[src/perf_pkg.sv]
package perf_pkg;

	// Number of counted events, one counter each
	localparam int NUM_COUNTERS = 5;

	// Bit positions in the event pulse vector
	localparam int EV_L2_HIT       = 0;
	localparam int EV_L2_MISS      = 1;
	localparam int EV_L2_STORE     = 2;
	localparam int EV_L2_WAIT      = 3;
	localparam int EV_ARB_CONFLICT = 4;

	// APB register map, byte offsets
	localparam logic [7:0] REG_ENABLE       = 8'h00;  // R/W event mask
	localparam logic [7:0] REG_CLEAR        = 8'h04;  // W only, zeroes counters
	localparam logic [7:0] REG_COUNTER_BASE = 8'h10;  // Counter i at base + 4*i

endpackage

[src/perf_counters.sv]
`timescale 1ns/10ps

module perf_counters
	(input                               clk,
	input                                reset,
	input [perf_pkg::NUM_COUNTERS-1:0]   events,
	input [perf_pkg::NUM_COUNTERS-1:0]   enable_mask,
	input                                clear,
	output logic [31:0]                  counts [perf_pkg::NUM_COUNTERS]);

	logic [perf_pkg::NUM_COUNTERS-1:0] bump;  // Counters stepping this cycle

	// Count only unmasked events, hold at all ones
	always_comb
	begin
		for (int i = 0; i < perf_pkg::NUM_COUNTERS; i++)
			bump[i] = events[i] && enable_mask[i] && (counts[i] != '1);
	end

	always_ff @(posedge clk, posedge reset)
	begin
		if (reset)
		begin
			for (int i = 0; i < perf_pkg::NUM_COUNTERS; i++)
				counts[i] <= '0;
		end
		else if (clear)
		begin
			// Clear wins over an event in the same cycle
			for (int i = 0; i < perf_pkg::NUM_COUNTERS; i++)
				counts[i] <= '0;
		end
		else
		begin
			for (int i = 0; i < perf_pkg::NUM_COUNTERS; i++)
			begin
				if (bump[i])
					counts[i] <= counts[i] + 32'd1;
			end
		end
	end

endmodule

[config.mk]
export PLATFORM = sky130hd
export DESIGN_NAME = perf_counters
export DESIGN_NICKNAME = d
export VERILOG_FILES = /design/src/perf_pkg.sv /design/src/perf_counters.sv
export SDC_FILE = /design/constraint.sdc
export NUM_CORES = 1
export LEC_CHECK = 0
export BUFFER_PORTS_ARGS = -buffer_cell sky130_fd_sc_hd__buf_2
export CELL_PAD_IN_SITES_DETAIL_PLACEMENT = 1
export CELL_PAD_IN_SITES_GLOBAL_PLACEMENT = 1
export CORE_ASPECT_RATIO = 0.6
export CORE_MARGIN = 5
export CORE_UTILIZATION = 43
export DETAILED_ROUTE_END_ITERATION = 7
export PLACE_DENSITY = 0.8
export SETUP_SLACK_MARGIN = 0.2
export SKIP_LAST_GASP = 1
export SLEW_MARGIN = 20
export SYNTH_ARGS = -nofsm -noshare
export SYNTH_HDL_FRONTEND = slang
export SYNTH_SLANG_ARGS = --single-unit
[constraint.sdc]
create_clock -name clk -period 5.51 [get_ports clk]
set_input_delay 0.2755 -clock clk [delete_from_list [all_inputs] [get_ports clk]]
set_output_delay 0.2755 -clock clk [all_outputs]
set_load 0.01 [all_outputs]
==> impl_metrics.env <==
export IMPL_syn_inst=1006
export IMPL_rsz0062_at_grt="no"
export IMPL_maxSlewViolCount=0
export IMPL_power_frac_comb_pct=4.0
export IMPL_dr_pass1_iters=5
export IMPL_max_slew_margin_pct=40.81
export IMPL_fp_dieArea_mm2=0.02468
export IMPL_p_leak_uw=0.004541
export IMPL_grt_usage_pct=24.09
export IMPL_worstRegToRegCells=6
export IMPL_io_pin_count=173
export IMPL_finalCriticalPeriod_ps=2738
export IMPL_antenna_found_initial=0
export IMPL_p_seq_share_pct=49.3
export IMPL_hp_start="clear"
export IMPL_root_buffer="clkbuf_16"
export IMPL_postRouteWirelength_um=29800
export IMPL_wl_met1_um=14490
export IMPL_final_area_mm2=0.01085
export IMPL_path_cells="nand4_1 > nor3_1 > nor4b_4 > buf_4 > nor4_2 > mux2_4"
export IMPL_syn_avg_cell_area_um2=9.210
export IMPL_setup_viol=0
export IMPL_cts_resized_gates=0
export IMPL_synth_top_area_cell="dfrtp_1"
export IMPL_fillers=2521
export IMPL_grt_pass1_vias=8841
export IMPL_skew_ps=11.11
export IMPL_cts_clk_slew_worst_paths_ps=70
export IMPL_fin_nets=1171
export IMPL_p_per_area_mw_per_mm2=221.5
export IMPL_drc=0
export IMPL_die_width_um=199.5
export IMPL_vdd_drop_max_uv=216.2
export IMPL_internal_power_uw=1808
export IMPL_avgViaCountPerCell=6.186
export IMPL_status="complete, no violations"
export IMPL_synth_compound_area_share_pct=18.30
export IMPL_timing_worst_setup_path_type="reg2reg"
export IMPL_synth_seq_cells=160
export IMPL_start_util_pct=43.94
export IMPL_ant_nets=0
export IMPL_num_vias=8939
export IMPL_postCtsSetupRepairBufs=0
export IMPL_antenna_cells=0
export IMPL_ys_types=73
export IMPL_largest_register_ffs=160
export IMPL_final_core_util_pct=51.44
export IMPL_crit_family="simple AND/OR/NAND/NOR gates"
export IMPL_cap_violations=0
export IMPL_worstReg2RegEnd="counts[70]"
export IMPL_htree_levels=4
export IMPL_place_gp_congestion=0.8226
export IMPL_critPathCaptureType="register"
export IMPL_syn_cell_area_mm2=0.009265
export IMPL_yosysSeqAreaShare_pct=43.21
export IMPL_netSwitchingFraction_pct=24.73
export IMPL_synth_area_leaders="dfrtp_1 (43%), a21oi_1 (5.2%), o31ai_1 (3.4%), or4_1 (3.3%), nand4_1 (3.3%)"
export IMPL_synth_fa_ha_area_share_pct=0.6752
export IMPL_clockBufferDepth=2
export IMPL_io_buffers=172
export IMPL_layout_cells_non_filler=1445
export IMPL_path_buf_inv=1
export IMPL_drt_first_iter_violations=491
export IMPL_grt_remaining_overflow=0
export IMPL_avgRoutedWirePerCell_um=20.62
export IMPL_grt_max_degree=68
export IMPL_core_mm2=0.02108
export IMPL_synth_xor_area_share_pct=2.363
export IMPL_synth_simple_area_share_pct=29.79
export IMPL_hold_path_class="in2reg"
export IMPL_rows=41
export IMPL_place_area_mm2=0.01029
export IMPL_synth_edf_count=0
export IMPL_synthMuxAreaShare_pct=1.958
export IMPL_maxUsedRoutingLayer="met4"
export IMPL_regMostFlops="counts"
export IMPL_mostFrequentLayoutCells="buf_2 (171), dfrtp_1 (160), a21oi_1 (96)"
export IMPL_synthArstFlopShare_pct=100.0
export IMPL_numClockSinks=160
export IMPL_reg2reg_slack_ps=2770
export IMPL_clkPwrFrac_pct=46.7
export IMPL_yosys_warnings=0
export IMPL_cp_required_ps=5830
export IMPL_hold_depth=2
export IMPL_fin_tns_setup_ps=0
export IMPL_clock_fmax_mhz=365.3
export IMPL_cts_made_buffers=17
export IMPL_cts_tree="yes"
export IMPL_reg2reg_from="counts[72]"
export IMPL_start_kind="register"
export IMPL_drive_gt1_share_pct=23.93
export IMPL_mostFrequentLayoutCell="buf_2"
export IMPL_synthToLayoutAreaGrowth_pct=17.07
export IMPL_grt_pass1_wl_um=48290
export IMPL_ys_flop_type="dfrtp_1"
export IMPL_placed_cells=1412
export IMPL_synth_top_area_share_pct=43.21
export IMPL_met2WireLength_um=13490
export IMPL_p_switching_uw=594.0
export IMPL_crit_path_max_incr_delay_ps=650
export IMPL_cts_hold_buf=1
export IMPL_finalHoldViolations=0
export IMPL_die_y_um=123.7
export IMPL_worst_slew_pin_slew_ps=881.1
export IMPL_cpMaxStageDelayCell="nor3_1"
export IMPL_period_share_pct=49.69
export IMPL_top_regs="counts x160"
export IMPL_clkLatencyLatePin_ps=430
export IMPL_critPathArrivalTime_ps=3060
export IMPL_syn_nets=1024
export IMPL_holdPathEnd="counts[46]"
export IMPL_dp_hpwl_um=20570
export IMPL_wl_met3_um=1530
export IMPL_synth_top_family_by_area="simple AND/OR/NAND/NOR gates"
export IMPL_critPathMaxFanout=21
power groups by stage:
stage	logic [uW]	registers [uW]	clock network, uW
2_1_floorplan	61.8	1210	0
3_3_place_gp	97.2	1210	0
3_5_place_dp	98.3	1210	0
4_1_cts	99.0	1180	1150
5_1_grt	109	1180	1190
6_report	95.8	1180	1120
metal layers:
layer  GRT usage (%)  vias up
met1           35.76     4559
li1                -     4173
met2           36.89      185
met3           4.731       22
met4           4.877        0
met5               0        -
synth_stat cells, drive strengths merged, types with 2 or more instances:
library cell	n
or4	48
o2111ai	3
or2	10
o21ai	48
nor2b	13
nand4	53
nor3	23
nor4b	3
a311oi	2
and2	10
nand3	61
mux2i	2
a211oi	8
a31oi	2
ha	5
nand4b	3
clkbuf	36
o31a	11
buf	17
o21a	13
nor4	27
xnor2	16
a21oi	104
dfrtp	160
nand3b	3
nor2	67
a2111oi	2
or3	50
inv	21
and3	14
nand2	62
o41ai	9
or4b	3
mux2	14
and4	13
o311ai	3
a31o	4
o31ai	46
o211ai	4
xor2	9
kinds of logic (layout without fill, tap and decap cells):
group,Yosys count,after routing
buffers and inverters,75,235
xor gates and xnor gates,25,25
muxes,16,16
adders and majority gates,5,5
and+or+nand+nor,465,465
AOI/OAI and AO/OA,260,260
DFF,160,160
worst max path at each step:
stage                          start          end  slack [ps]  cells past startpoint
after floorplan                reset    counts[0]         910                      1
after global placement    counts[72]   counts[70]        2910                      6
after detailed placement  counts[96]  counts[119]        2880                      5
after CTS                 counts[72]   counts[70]        2780                      6
after global routing       counts[0]   counts[14]        2600                      7
final                     counts[72]   counts[70]        2770                      6
worst reg2reg max path, cell delays in order (launching register included):
cell	delay, ps
dfrtp_1	460
nand4_1	280
nor3_1	650
nor4b_4	490
buf_4	340
nor4_2	80
mux2_4	320
per-stage QoR:
stage	power [uW]	worst slack, ps	hold slack [ps]
5_1_grt	2487	2604	314.7
3_5_place_dp	1304	2884	371.0
4_1_cts	2429	2779	287.8
3_3_place_gp	1303	2915	374.2
6_report	2402	2772	298.9
2_1_floorplan	1269	914.6	544.5
area by class of cell:
cell class | instances | area (um2) | area share [%]
clock inverter | 9 | 60.06 | 0.5537
clock buffer | 23 | 478.0 | 4.406
sequential | 160 | 4004 | 36.91
inverter | 22 | 87.58 | 0.8075
multi-input combinational | 771 | 4935 | 45.50
tap | 279 | 349.1 | 3.218
timing repair buffer | 181 | 933.4 | 8.605
(Power assumes the default switching activity.)
