===== src/l2_pkg.sv =====
package l2_pkg;

	// Operation carried by each L2 request
	typedef enum logic
	{
		L2_LOAD  = 1'b0,
		L2_STORE = 1'b1
	} l2_op_t;

	// One request on a core or cache channel
	// Core id is filled in by the arbiter, cores leave it zero
	typedef struct packed
	{
		logic        core;     // Issuing core
		l2_op_t      op;       // Load or store
		logic [31:0] address;  // Word address
		logic [31:0] data;     // Store data, ignored on loads
	} l2req_packet_t;

	// One response, broadcast to both cores for a single cycle
	// No ready on this path
	typedef struct packed
	{
		logic        valid;    // One-cycle pulse
		logic        core;     // Core that issued the request
		l2_op_t      op;       // Echo of request op
		logic [31:0] data;     // Load data or written store data
	} l2rsp_packet_t;

endpackage


===== src/l2_req_if.sv =====
`timescale 1ns/10ps

// One L2 request channel
// Transfer on a rising edge with valid and ready both high
// Valid and packet stay put until that edge
interface l2_req_if;
	logic valid;                     // Request present
	logic ready;                     // Sink can take it this cycle
	l2_pkg::l2req_packet_t packet;   // Request contents

	// Requesting side, a core or the arbiter output
	modport source
	(
		output valid,
		output packet,
		input  ready
	);

	// Accepting side, the arbiter inputs or the cache
	modport sink
	(
		input  valid,
		input  packet,
		output ready
	);
endinterface


===== src/l2_arbiter.sv =====
`timescale 1ns/10ps

module l2_arbiter
	(input                  clk,
	input                   reset,
	l2_req_if.sink          core0_req,
	l2_req_if.sink          core1_req,
	l2_req_if.source        cache_req,
	output logic            conflict);

	logic last_grant;                 // Core granted on the last transfer
	logic grant0;
	logic grant1;
	logic both_valid;
	l2_pkg::l2req_packet_t win_packet;

	assign both_valid = core0_req.valid && core1_req.valid;

	// Core 0 wins alone, or on a tie when core 1 went last
	assign grant0 = core0_req.valid && (!core1_req.valid || last_grant);
	assign grant1 = core1_req.valid && !grant0;

	// Winner onto the cache channel
	always_comb
	begin
		win_packet = grant1 ? core1_req.packet : core0_req.packet;
		win_packet.core = grant1;  // Stamp the winning core id
	end

	assign cache_req.valid = core0_req.valid || core1_req.valid;
	assign cache_req.packet = win_packet;

	// Only the winner sees ready
	assign core0_req.ready = grant0 && cache_req.ready;
	assign core1_req.ready = grant1 && cache_req.ready;

	// Tie that actually resolves into a transfer
	assign conflict = both_valid && cache_req.ready;

	always_ff @(posedge clk, posedge reset)
	begin
		if (reset)
			last_grant <= 1'b1;  // So core 0 wins the first tie
		else if (cache_req.valid && cache_req.ready)
			last_grant <= grant1;
	end

	// A stalled grant never passes to the other core before the transfer
	assert property (@(posedge clk) disable iff (reset)
		cache_req.valid && !cache_req.ready |=> $stable(cache_req.packet.core))
		else $error("l2_arbiter moved the grant while the cache stalled");

endmodule


===== src/flat_wrapper.sv =====
// flat-port wrapper written by rule: the top's interface ports become plain ports
module l2_arbiter_flat 
  (clk, reset, conflict, core0_req_valid, core0_req_packet, core0_req_ready, core1_req_valid, core1_req_packet, core1_req_ready, cache_req_valid, cache_req_packet, cache_req_ready);
  l2_req_if core0_req_i ();
  l2_req_if core1_req_i ();
  l2_req_if cache_req_i ();
  input clk;
  input reset;
  output logic conflict;
  input wire logic [$bits(core0_req_i.valid)-1:0] core0_req_valid;
  input wire logic [$bits(core0_req_i.packet)-1:0] core0_req_packet;
  output wire logic [$bits(core0_req_i.ready)-1:0] core0_req_ready;
  input wire logic [$bits(core1_req_i.valid)-1:0] core1_req_valid;
  input wire logic [$bits(core1_req_i.packet)-1:0] core1_req_packet;
  output wire logic [$bits(core1_req_i.ready)-1:0] core1_req_ready;
  output wire logic [$bits(cache_req_i.valid)-1:0] cache_req_valid;
  output wire logic [$bits(cache_req_i.packet)-1:0] cache_req_packet;
  input wire logic [$bits(cache_req_i.ready)-1:0] cache_req_ready;
  assign core0_req_i.valid = core0_req_valid;
  assign core0_req_i.packet = core0_req_packet;
  assign core0_req_ready = core0_req_i.ready;
  assign core1_req_i.valid = core1_req_valid;
  assign core1_req_i.packet = core1_req_packet;
  assign core1_req_ready = core1_req_i.ready;
  assign cache_req_valid = cache_req_i.valid;
  assign cache_req_packet = cache_req_i.packet;
  assign cache_req_i.ready = cache_req_ready;
  l2_arbiter u_core (.clk(clk), .reset(reset), .core0_req(core0_req_i), .core1_req(core1_req_i), .cache_req(cache_req_i), .conflict(conflict));
endmodule

===== config.mk =====
export PLATFORM = sky130hd
export DESIGN_NAME = l2_arbiter_flat
export DESIGN_NICKNAME = d
export VERILOG_FILES = /design/src/l2_pkg.sv /design/src/l2_req_if.sv /design/src/l2_arbiter.sv /design/src/flat_wrapper.sv
export SDC_FILE = /design/constraint.sdc
export NUM_CORES = 1
export LEC_CHECK = 0
export ABC_AREA = 1
export BUFFER_PORTS_ARGS = -buffer_cell sky130_fd_sc_hd__buf_2
export CAP_MARGIN = 30
export CORE_AREA = 8 8 73 75
export DETAILED_ROUTE_END_ITERATION = 8
export DIE_AREA = 0 0 81 83
export PLACE_DENSITY = 0.78
export SETUP_SLACK_MARGIN = 0.2
export SLEW_MARGIN = 25
export SYNTH_ARGS = -nofsm -noshare
export SYNTH_HDL_FRONTEND = slang
export SYNTH_SLANG_ARGS = --single-unit

===== constraint.sdc =====
create_clock -name clk -period 1.5 [get_ports clk]
set_input_delay 0.075 -clock clk [delete_from_list [all_inputs] [get_ports clk]]
set_output_delay 0.075 -clock clk [all_outputs]
set_load 0.1 [all_outputs]

==> results of run 1 <==
## what timing repair did
action / 4_1_cts
setup endpoints to repair: 66
buffers inserted: 0
gates cloned: 0
pin swaps: 0
## routing by layer
metal	track usage (%)	GRT overflow
met5	8.33	0
met4	71.4	36
met3	47.0	0
met2	83.4	41
met1	57.1	1
## stage by stage
| step | std cells | worst slack [ns] |
|---|---|---|
| floorplan | 226 | 0.0510 |
| global placement | 473 | 0.0934 |
| detailed placement | 473 | 0.0359 |
| CTS | 473 | 0.0306 |
## cells by family after synthesis
logic type	Yosys count	share of synthesized area, %
buf+inv	20	12.6
flops	1	2.85
simple gates	202	82.2
compound gates	3	2.30
## Yosys cell counts (all sizes together)
library cell  count
a21oi             1
a21o              1
nand2           200
buf              15
inv               5
dfstp             1
nor2              1
nor3              1
o21ai             1
==> qor.yml, run 1 <==
syn_area_um2: 923
place_congestion: 0.825
overflow: 78
yosys-top-cells-area: "nand2_1, buf_4, buf_2"
synth_fp_nets: 363
cts-resized-gates: 0
grt.total_usage_pct: 63.5
worst_endpoint_kind: "top-level output"
start_util_pct: 22.0
syn_area_per_cell_um2: 4.09
synth_cell_types: 10
status: "aborted with a tool error"
io_buffer_count: 204
antenna_found_initial: 4
worst_endpoint: "cache_req_packet[31]"
pin_count: 207
ys_ff_latch: 1
haltStage: "5_1_grt"
syn_inst: 226
die_h_um: 83
synth_warnings: 0
cts_hold_buf: 0
yosys.area.top_type_share_pct: 81.3
grt_start_max_net_pins: 38
error_line: "[ERROR GRT-0232] Routing congestion too high. Check the congestion heatmap in the GUI."
detailed_place.area_um2: 4010
die_x_um: 81
yosysSeqAreaShare_pct: 2.85
rows: 24
synth_top_area_cell: "nand2_1"
place_hpwl_um: 8880
==> inputs of run 2 (changes only) <==
CORE_AREA = 8 8 77 79   (was 8 8 73 75)
DIE_AREA = 0 0 85 87   (was 0 0 81 83)
PLACE_DENSITY = default   (was 0.78)
PLACE_DENSITY_LB_ADDON = 0.15   (was default)
SETUP_SLACK_MARGIN = default   (was 0.2)
==> qor.yml, run 2 <==
cts_setup_buffers: 0
antenna_found_initial: 0
dr_total_vias: 2029
synth-main-ff-cell: "dfstp_2"
setup_viol: 0
p_sw_mw: 1.89
clkSlewWorstSetupHoldPaths_ns: 0
syn_area_um2: 923
crit_type: "reg -> out"
dieArea_um2: 7400
max_freq_mhz: 727
reg.largest.list: "u_core.last_grant (1)"
synth.area.mux_share_pct: 0
core_um2: 4850
grt_pass1_vias: 2125
cp.arrival_ns: 1.30
synth-async-reset-ratio_pct: 100
dp_cells: 476
worstPathMaxFanout: 20
yosys.area_share.xor_xnor_pct: 0
overflow: 0
status: "finished clean"
leakage_nw: 1.84
clock_skew_ns: 0
synthTopCellsByCount: "nand2_1, buf_4, buf_2"
largest_reg_flops: 1
ff_latch_area_um2: 26.3
detailed_place.area_um2: 3210
grt.total_usage_pct: 16.9
syn_area_per_cell_um2: 4.09
startpoint_type: "flip-flop"
required_ns: 1.42
antenna_cells: 0
reg2reg_slack_ns: 0.45
yosysMostFrequentCell: "nand2_1"
combPwrFrac_pct: 98.7
firstDrtPassIters: 4
yosys-top-cells-area: "nand2_1, buf_4, buf_2"
place_hpwl_um: 6140
regToRegEndpoint: "u_core.last_grant"
synth-edff-count: 0
drv_cap: 0
die_h_um: 87
end_kind: "primary output"
hold_path_class: "in -> async"
p_total_mw: 2.90
ys_ff_latch: 1
grt_pass1_wl_um: 10300
synth_warnings: 0
cts_hold_buf: 0
place_congestion: 0.800
layout.nets: 559
synth-simple-area-share_pct: 82.2
hold_violations: 0
synth_top_area_cell: "nand2_1"
pin_count: 207
period_share_pct: 91.7
fillers: 429
io_buffer_count: 204
start_util_pct: 19.1
mostFrequentLayoutCells: "buf_2, nand2_1, buf_12"
period_minus_slack_ns: 1.38
syn_to_final_growth_pct: 248
drc_errors: 0
final_max_slew_viol_count: 0
drive_gt1_share_pct: 66.4
yosysSeqAreaShare_pct: 2.85
rr_worst_depth: 4
powerDensity_nw_per_um2: 904
synth_fp_nets: 363
viasPerCell: 4.26
synth-adder-area-share_pct: 0
synth-compound-area-share_pct: 2.30
swShare_pct: 65.1
rows: 26
final_common_cell: "buf_2"
cts-resized-gates: 0
syn_inst: 226
maxSlewHeadroom_pct: 67.2
clock_latency_ns: 0
multi_input_comb_area_um2: 965
grt_setup_unrepaired: "no"
p_clk_share_pct: 0
wirelength_um: 6700
largest_register: "u_core.last_grant"
max-vdd-ir-drop_mv: 0.469
worst_pin_slew_ns: 0.495
grt_start_max_net_pins: 54
finalSetupTns_ns: 0
routedWlPerCell_um: 14.1
die_x_um: 85
initialDrtViolationCount: 79
final_cells: 476
synth_top_family_by_area: "simple AND/OR/NAND/NOR gates"
pwr-share-seq_pct: 1.3
yosys.area.top_type_share_pct: 81.3
final_cell_area_um2: 3210
synth_cell_types: 10
r2r_start: "u_core.last_grant"
ant_nets: 0
postLayoutCoreUtil_pct: 66.2
intPower_mw: 1.01
==> run 2: cell counts after synthesis <==
Identical to the previous run, type by type.
==> run 2: how the worst max path moves through the flow <==
stage	end	cells after the start	startpoint
after floorplan	cache_req_packet[34]	5	u_core.last_grant
after global placement	cache_req_packet[46]	5	u_core.last_grant
after detailed placement	cache_req_packet[46]	5	u_core.last_grant
after CTS	cache_req_packet[46]	5	u_core.last_grant
after global routing	cache_req_packet[39]	5	u_core.last_grant
final	cache_req_packet[60]	5	u_core.last_grant
==> run 2: metal layers <==
metal	track usage [%]	share of wire [%]	up-vias
met5	0	0	-
met4	1.46	1.0	0
met3	6.51	11	4
met2	33.3	54	126
met1	16.7	34	849
li1	-	-	1050
==> run 2: cell families after synthesis <==
group	Yosys count
AOI/OAI and AO/OA	3
buffers and inverters	20
DFF	1
and+or+nand+nor	202
==> run 2: per-stage QoR <==
step | hold WS (ns) | setup slack (ns)
global route | 0.0757 | 0.0610
CTS | 0.0736 | 0.114
global placement | 0.0725 | 0.120
detailed placement | 0.0730 | 0.119
floorplan | -0.0353 | 0.00508
finish | 0.0715 | 0.125
==> run 2: layout make-up <==
cell class / count / area share, %
inverter: 5 / 0.585
multi-input combinational: 205 / 30.1
sequential: 1 / 0.819
tap: 56 / 2.18
timing repair buffer: 209 / 66.4
==> run 2: power groups by stage <==
stage	clock network, mW	logic (mW)	registers (mW)
2_1_floorplan	0	1.75	0.0368
3_3_place_gp	0	2.86	0.0387
3_5_place_dp	0	2.89	0.0387
4_1_cts	0	2.89	0.0387
5_1_grt	0	2.97	0.0396
6_report	0	2.86	0.0387
==> run 2: worst max-delay path: stages (launching register included) <==
cell and delay [ns]:
dfstp_2 0.55, a21o_2 0.22, buf_12 0.17, nand2_1 0.08
nand2_2 0.09, buf_12 0.18
Note: power is estimated with default switching activity, not from simulation.
