===== src/perf_pkg.sv =====
package perf_pkg;

	// Number of counted events, one counter each
	localparam int NUM_COUNTERS = 5;

	// Bit positions in the event pulse vector
	localparam int EV_L2_HIT       = 0;
	localparam int EV_L2_MISS      = 1;
	localparam int EV_L2_STORE     = 2;
	localparam int EV_L2_WAIT      = 3;
	localparam int EV_ARB_CONFLICT = 4;

	// APB register map, byte offsets
	localparam logic [7:0] REG_ENABLE       = 8'h00;  // R/W event mask
	localparam logic [7:0] REG_CLEAR        = 8'h04;  // W only, zeroes counters
	localparam logic [7:0] REG_COUNTER_BASE = 8'h10;  // Counter i at base + 4*i

endpackage


===== src/perf_regs.sv =====
`timescale 1ns/10ps

module perf_regs
	(input                                     clk,
	input                                      reset,
	input                                      psel,
	input                                      penable,
	input                                      pwrite,
	input [7:0]                                paddr,
	input [31:0]                               pwdata,
	output logic [31:0]                        prdata,
	output logic                               pready,
	output logic                               pslverr,
	input [31:0]                               counts [perf_pkg::NUM_COUNTERS],
	output logic [perf_pkg::NUM_COUNTERS-1:0]  enable_mask,
	output logic                               clear);

	localparam IDX_BITS = $clog2(perf_pkg::NUM_COUNTERS);
	localparam logic [7:0] COUNTER_END =
		perf_pkg::REG_COUNTER_BASE + 8'(4 * perf_pkg::NUM_COUNTERS);

	logic access;                      // APB access phase
	logic is_enable;
	logic is_clear;
	logic is_counter;
	logic [7:0] counter_offset;
	logic [IDX_BITS-1:0] counter_sel;  // Counter picked by paddr

	assign access = psel && penable;

	// Address decode
	assign is_enable = paddr == perf_pkg::REG_ENABLE;
	assign is_clear = paddr == perf_pkg::REG_CLEAR;
	assign is_counter = (paddr >= perf_pkg::REG_COUNTER_BASE) && (paddr < COUNTER_END)
		&& (paddr[1:0] == 2'b00);
	assign counter_offset = paddr - perf_pkg::REG_COUNTER_BASE;
	assign counter_sel = counter_offset[IDX_BITS+1:2];  // Word index

	assign pready = access;  // No wait states

	// Unmapped offsets and counter writes fail
	assign pslverr = access && (!(is_enable || is_clear || is_counter)
		|| (pwrite && is_counter));

	// Counters zero on the edge that ends the write
	assign clear = access && pwrite && is_clear;

	// Read mux
	always_comb
	begin
		prdata = '0;
		if (is_enable)
			prdata[perf_pkg::NUM_COUNTERS-1:0] = enable_mask;
		else if (is_counter)
			prdata = counts[counter_sel];
	end

	always_ff @(posedge clk, posedge reset)
	begin
		if (reset)
			enable_mask <= '1;  // All events counted
		else if (access && pwrite && is_enable)
			enable_mask <= pwdata[perf_pkg::NUM_COUNTERS-1:0];
	end

	// Master side protocol check
	assert property (@(posedge clk) disable iff (reset)
		penable |-> psel)
		else $error("perf_regs penable without psel");

endmodule


===== config.mk =====
export PLATFORM = sky130hd
export DESIGN_NAME = perf_regs
export DESIGN_NICKNAME = d
export VERILOG_FILES = /design/src/perf_pkg.sv /design/src/perf_regs.sv
export SDC_FILE = /design/constraint.sdc
export NUM_CORES = 1
export LEC_CHECK = 0
export BUFFER_PORTS_ARGS = -buffer_cell sky130_fd_sc_hd__clkbuf_2
export CAP_MARGIN = 15
export CORE_AREA = 2 2 96 98
export CTS_BUF_LIST = sky130_fd_sc_hd__clkbuf_8
export DETAILED_ROUTE_END_ITERATION = 16
export DIE_AREA = 0 0 98 100
export GPL_ROUTABILITY_DRIVEN = 0
export GPL_TIMING_DRIVEN = 0
export SYNTH_ARGS = -nofsm -noshare
export SYNTH_HDL_FRONTEND = slang
export SYNTH_SLANG_ARGS = --single-unit

===== constraint.sdc =====
create_clock -name clk -period 1.6 [get_ports clk]
set_clock_uncertainty 0.2 [all_clocks]
set_input_delay 0.08 -clock clk [delete_from_list [all_inputs] [get_ports clk]]
set_output_delay 0.08 -clock clk [all_outputs]
set_load 0.01 [all_outputs]

==> results.txt <==
The flow ran to the end, but the final reports show violations. The checks that failed: negative setup slack. The register with the most flip-flops in the layout has 5 of them. The longest clock path from root to sink contains 2 buffers. In the layout the commonest cells are sky130_fd_sc_hd__clkbuf_2 (197), sky130_fd_sc_hd__mux2_2 (32), sky130_fd_sc_hd__a21bo_2 (26), sky130_fd_sc_hd__o211ai_1 (26), sky130_fd_sc_hd__a22oi_1 (26). The root cell of the clock tree is sky130_fd_sc_hd__clkbuf_8.

After synthesis, the largest family of logic cells by area is compound AO/OA/AOI/OAI gates. The region available for standard cell placement spans 8890 um2. The initial antenna violation count is 0. The CTS tree is done. Timing analysis after detailed placement gives a worst setup slack of -0.3793 ns.

Of the cells placed in the final design, the portion with a size suffix greater than 1 is 0.7882. The aggregate global-route resource usage came out at 0.1707. The max-slew violation total from the final report is 0.

The number of instances in the synthesized netlist is 202. The global-route congestion overflow total came out at 0. The final route contains 2667 vias. The critical path is of the input port to output port type.

The number of fillers in the final layout is 926. The final count of negative-setup-slack endpoints is 2. The full die area came out at 9800 um2. The count of inserted antenna diode cells came out at 0. The cell type with the largest total area after synthesis is sky130_fd_sc_hd__mux2_2.

The xor-xnor portion of the synthesized cell area is 0. The start point of the critical path is paddr[7]. The worst register-to-register path begins at enable_mask[2]$_DFFE_PP1P_. The area growth from synthesis to layout is 87.24%. Buffers placed on the I/O ports in this run total 215. The violation count after the first detailed-route iteration is 40. The pre-antenna-repair detailed-routing pass consisted of 4 iterations. The endpoint of the lowest-slack register-to-register path is enable_mask[2]$_DFFE_PP1P_. The initialized floorplan defines 35 standard-cell rows. The multiplexer area fraction after synthesis came out at 0.2662.

The most common cell after layout, fill and taps aside is sky130_fd_sc_hd__clkbuf_2. The share of the Yosys chip area taken by registers is 0.07241. The multi-input logic area is 1609 um2. The slowest cell on the critical path is sky130_fd_sc_hd__or4b_4. The count of synthesis-stage warnings from yosys came out at 0.

The relative max-transition margin is 0.7614. The boundary pin count came out at 245. The highest achievable clock rate came out at 0.6163 GHz. The DRC violations left came out at 0. The net count reported at finish came out at 645. The first-pass GRT wire length came out at 13580 um. The number of global-route vias before repair was 2809. The residual antenna-violating net count after detailed routing is 0. Summing all flip-flop and latch instances after layout gives 131.4 um2. Entering global routing, the biggest net connects 11 pins. The length in cells of the worst reg-to-reg path came out at 1. For this run, the slowest stage of the critical path takes 0.47 ns. The initial core utilization is 0.2041.

Of the total synthesized cell area, the portion taken by full adders, half adders and majority gates is 0. Setup repair after global routing could not meet its margin everywhere. The post-synth design cell area is 1814 um2. The setup slack of the critical path after layout came out at -0.02258 ns.

The total leakage power came out at 1.722 nW. The most critical setup path has its endpoint at clear. The synthesized area per cell came out at 8.981 um2.

For the pin with the worst max-slew slack, the measured transition is 0.3566 ns. The register-to-register path setup slack is 0.65 ns. The post-synthesis register bit count came out at 5. The number of hold violations in the final report is 0.

The tightest min-delay check is of the input port to output port type. The detailed placement HPWL is 7250 um. Summed over all layers, the routed wires come to 8928 um.

The per-cell via count in the routed design is 4.849. The fraction of post-synthesis cell area in the top cell type by area is 0.1986. The worst setup path is captured at an output port. The floorplan step set the die width to 98 um. The number of buffers created by CTS is 3. The number of library cell types mapped by synthesis is 30. The vertical die dimension is 100 um.

The signal on the critical path passes through buf_6 > nor4_4 > buf_4 > or4b_4 > nor3_2 > buf_2. The share of the synthesized area in compound gates (AO/OA/AOI/OAI) is 0.4772. The number of clock sinks came out at 5. The power density of the placed cells came out at 297.1 nW/um2. In the post-synthesis netlist, the biggest area contributors are sky130_fd_sc_hd__mux2_2 (20%), sky130_fd_sc_hd__a21bo_2 (14%), sky130_fd_sc_hd__a22oi_1 (11%), sky130_fd_sc_hd__o211ai_1 (11%), sky130_fd_sc_hd__a21oi_1 (7.4%). The biggest fanout along the worst timing path is 6. The level count of the clock H-tree is 1.

In the final routed layout, each cell accounts on average for 16.23 um. The count of maximum capacitance violations came out at 0. The aggregate negative setup slack is -0.02683 ns. The area share of and/or/nand/nor cells after synthesis came out at 0.1062. The largest registers in the layout are enable_mask (5). The net count after synthesis is 407. The worst-case IR drop observed on VDD is 0.1296 mV. The register with the most flip-flops in the final layout is enable_mask. Counting I/O delays and the setup requirement, the final critical path takes 1.623 ns. The clock reaches the later pin of the worst-skew pair after 0.22 ns.

The required time at the endpoint of the critical path is 1.32 ns. The type of origin of the critical path is an input port. The final worst-path cycle share came out at 1.014. The arrival time reported for the critical path endpoint came out at 1.34 ns.
-- power breakdown --
group	internal [W]	switching, W
logic	0.000384	0.000263
registers	0.000131	0.00000141
clock network	0.000165	0.0000646
total	0.000680	0.000329
-- cells by family after synthesis --
family | Yosys count
AOI/OAI and AO/OA | 114
muxes | 38
buffers and inverters | 27
and+or+nand+nor | 18
DFF | 5
-- critical path: cells and delay by family --
family | cells | cell delay (ns)
buffers and inverters | 3 | 0.42
AND/OR/NAND/NOR | 3 | 0.83
-- cell type report --
| type | count | area share |
|---|---|---|
| clock buffers | 3 | 0.01215 |
| repair buffers | 233 | 0.3680 |
| well taps | 111 | 0.04088 |
| flip-flops and latches | 5 | 0.03867 |
| plain buffers | 25 | 0.06335 |
| inverters | 2 | 0.002210 |
| multi-input cells | 170 | 0.4737 |
| clock inverters | 1 | 0.001105 |
-- synth_stat cells --
| library cell | number |
|---|---|
| sky130_fd_sc_hd__and3b_1 | 2 |
| sky130_fd_sc_hd__a31oi_1 | 1 |
| sky130_fd_sc_hd__a21oi_1 | 27 |
| sky130_fd_sc_hd__and4b_1 | 5 |
| sky130_fd_sc_hd__mux2i_1 | 1 |
| sky130_fd_sc_hd__nor3_2 | 1 |
| sky130_fd_sc_hd__a22oi_1 | 26 |
| sky130_fd_sc_hd__o21ai_0 | 1 |
| sky130_fd_sc_hd__o211ai_1 | 26 |
| sky130_fd_sc_hd__inv_1 | 2 |
| sky130_fd_sc_hd__mux2_2 | 32 |
| sky130_fd_sc_hd__nor4b_4 | 1 |
| sky130_fd_sc_hd__buf_6 | 2 |
| sky130_fd_sc_hd__o21ai_2 | 1 |
| sky130_fd_sc_hd__a221o_1 | 5 |
| sky130_fd_sc_hd__and4bb_2 | 1 |
| sky130_fd_sc_hd__nand3_1 | 1 |
| sky130_fd_sc_hd__buf_2 | 11 |
| sky130_fd_sc_hd__nor2b_1 | 1 |
| sky130_fd_sc_hd__and2_1 | 2 |
| sky130_fd_sc_hd__nor3_4 | 1 |
| sky130_fd_sc_hd__clkbuf_1 | 9 |
| sky130_fd_sc_hd__mux4_2 | 5 |
| sky130_fd_sc_hd__a21bo_2 | 26 |
| sky130_fd_sc_hd__dfstp_2 | 5 |
| sky130_fd_sc_hd__nor4_4 | 1 |
| sky130_fd_sc_hd__buf_4 | 3 |
| sky130_fd_sc_hd__or4b_1 | 1 |
| sky130_fd_sc_hd__nor3b_1 | 1 |
| sky130_fd_sc_hd__o211a_1 | 1 |
-- per-stage QoR --
| stage | utilization | power (W) | hold WS, ns | instances | area [um2] |
|---|---|---|---|---|---|
| floorplan | - | 0.0004258 | -0.1429 | 202 | 1814 |
| global placement | 0.3407 | 0.0007136 | -0.02025 | 528 | 3029 |
| detailed placement | 0.3407 | 0.0007243 | -0.007657 | 528 | 3029 |
| CTS | 0.3723 | 0.001007 | 0.2886 | 549 | 3309 |
| global route | 0.3821 | 0.001091 | 0.3004 | 550 | 3397 |
| finish | 0.3821 | 0.001009 | 0.2863 | 550 | 3397 |
-- worst min-delay path by stage --
| stage | startpoint | cells past startpoint | end |
|---|---|---|---|
| after CTS | counts[3] | 3 | prdata[3] |
| final | counts[0] | 3 | prdata[0] |
| after global routing | counts[3] | 3 | prdata[3] |
| after floorplan | reset | 1 | enable_mask[0]$_DFFE_PP1P_ |
| after detailed placement | reset | 2 | enable_mask[2]$_DFFE_PP1P_ |
| after global placement | reset | 2 | enable_mask[2]$_DFFE_PP1P_ |
-- repair_timing --
| item | in CTS | in global routing |
|---|---|---|
| cloned | 0 | 1 |
| endpoints found under the hold margin | 10 | 0 |
| pin swaps | 5 | 3 |
| resized for setup | 33 | 49 |
| hold buffers | 6 | 0 |
| setup buffers | 11 | 0 |
| setup endpoints to repair | 34 | 34 |
-- metal layers --
metal / GRT usage / share of wire
met1: 0.1992 / 0.40
met2: 0.3298 / 0.53
met3: 0.02507 / 0.067
met4: 0.03526 / 0.011
met5: 0 / 0
Power figures use the tool's default switching activity.
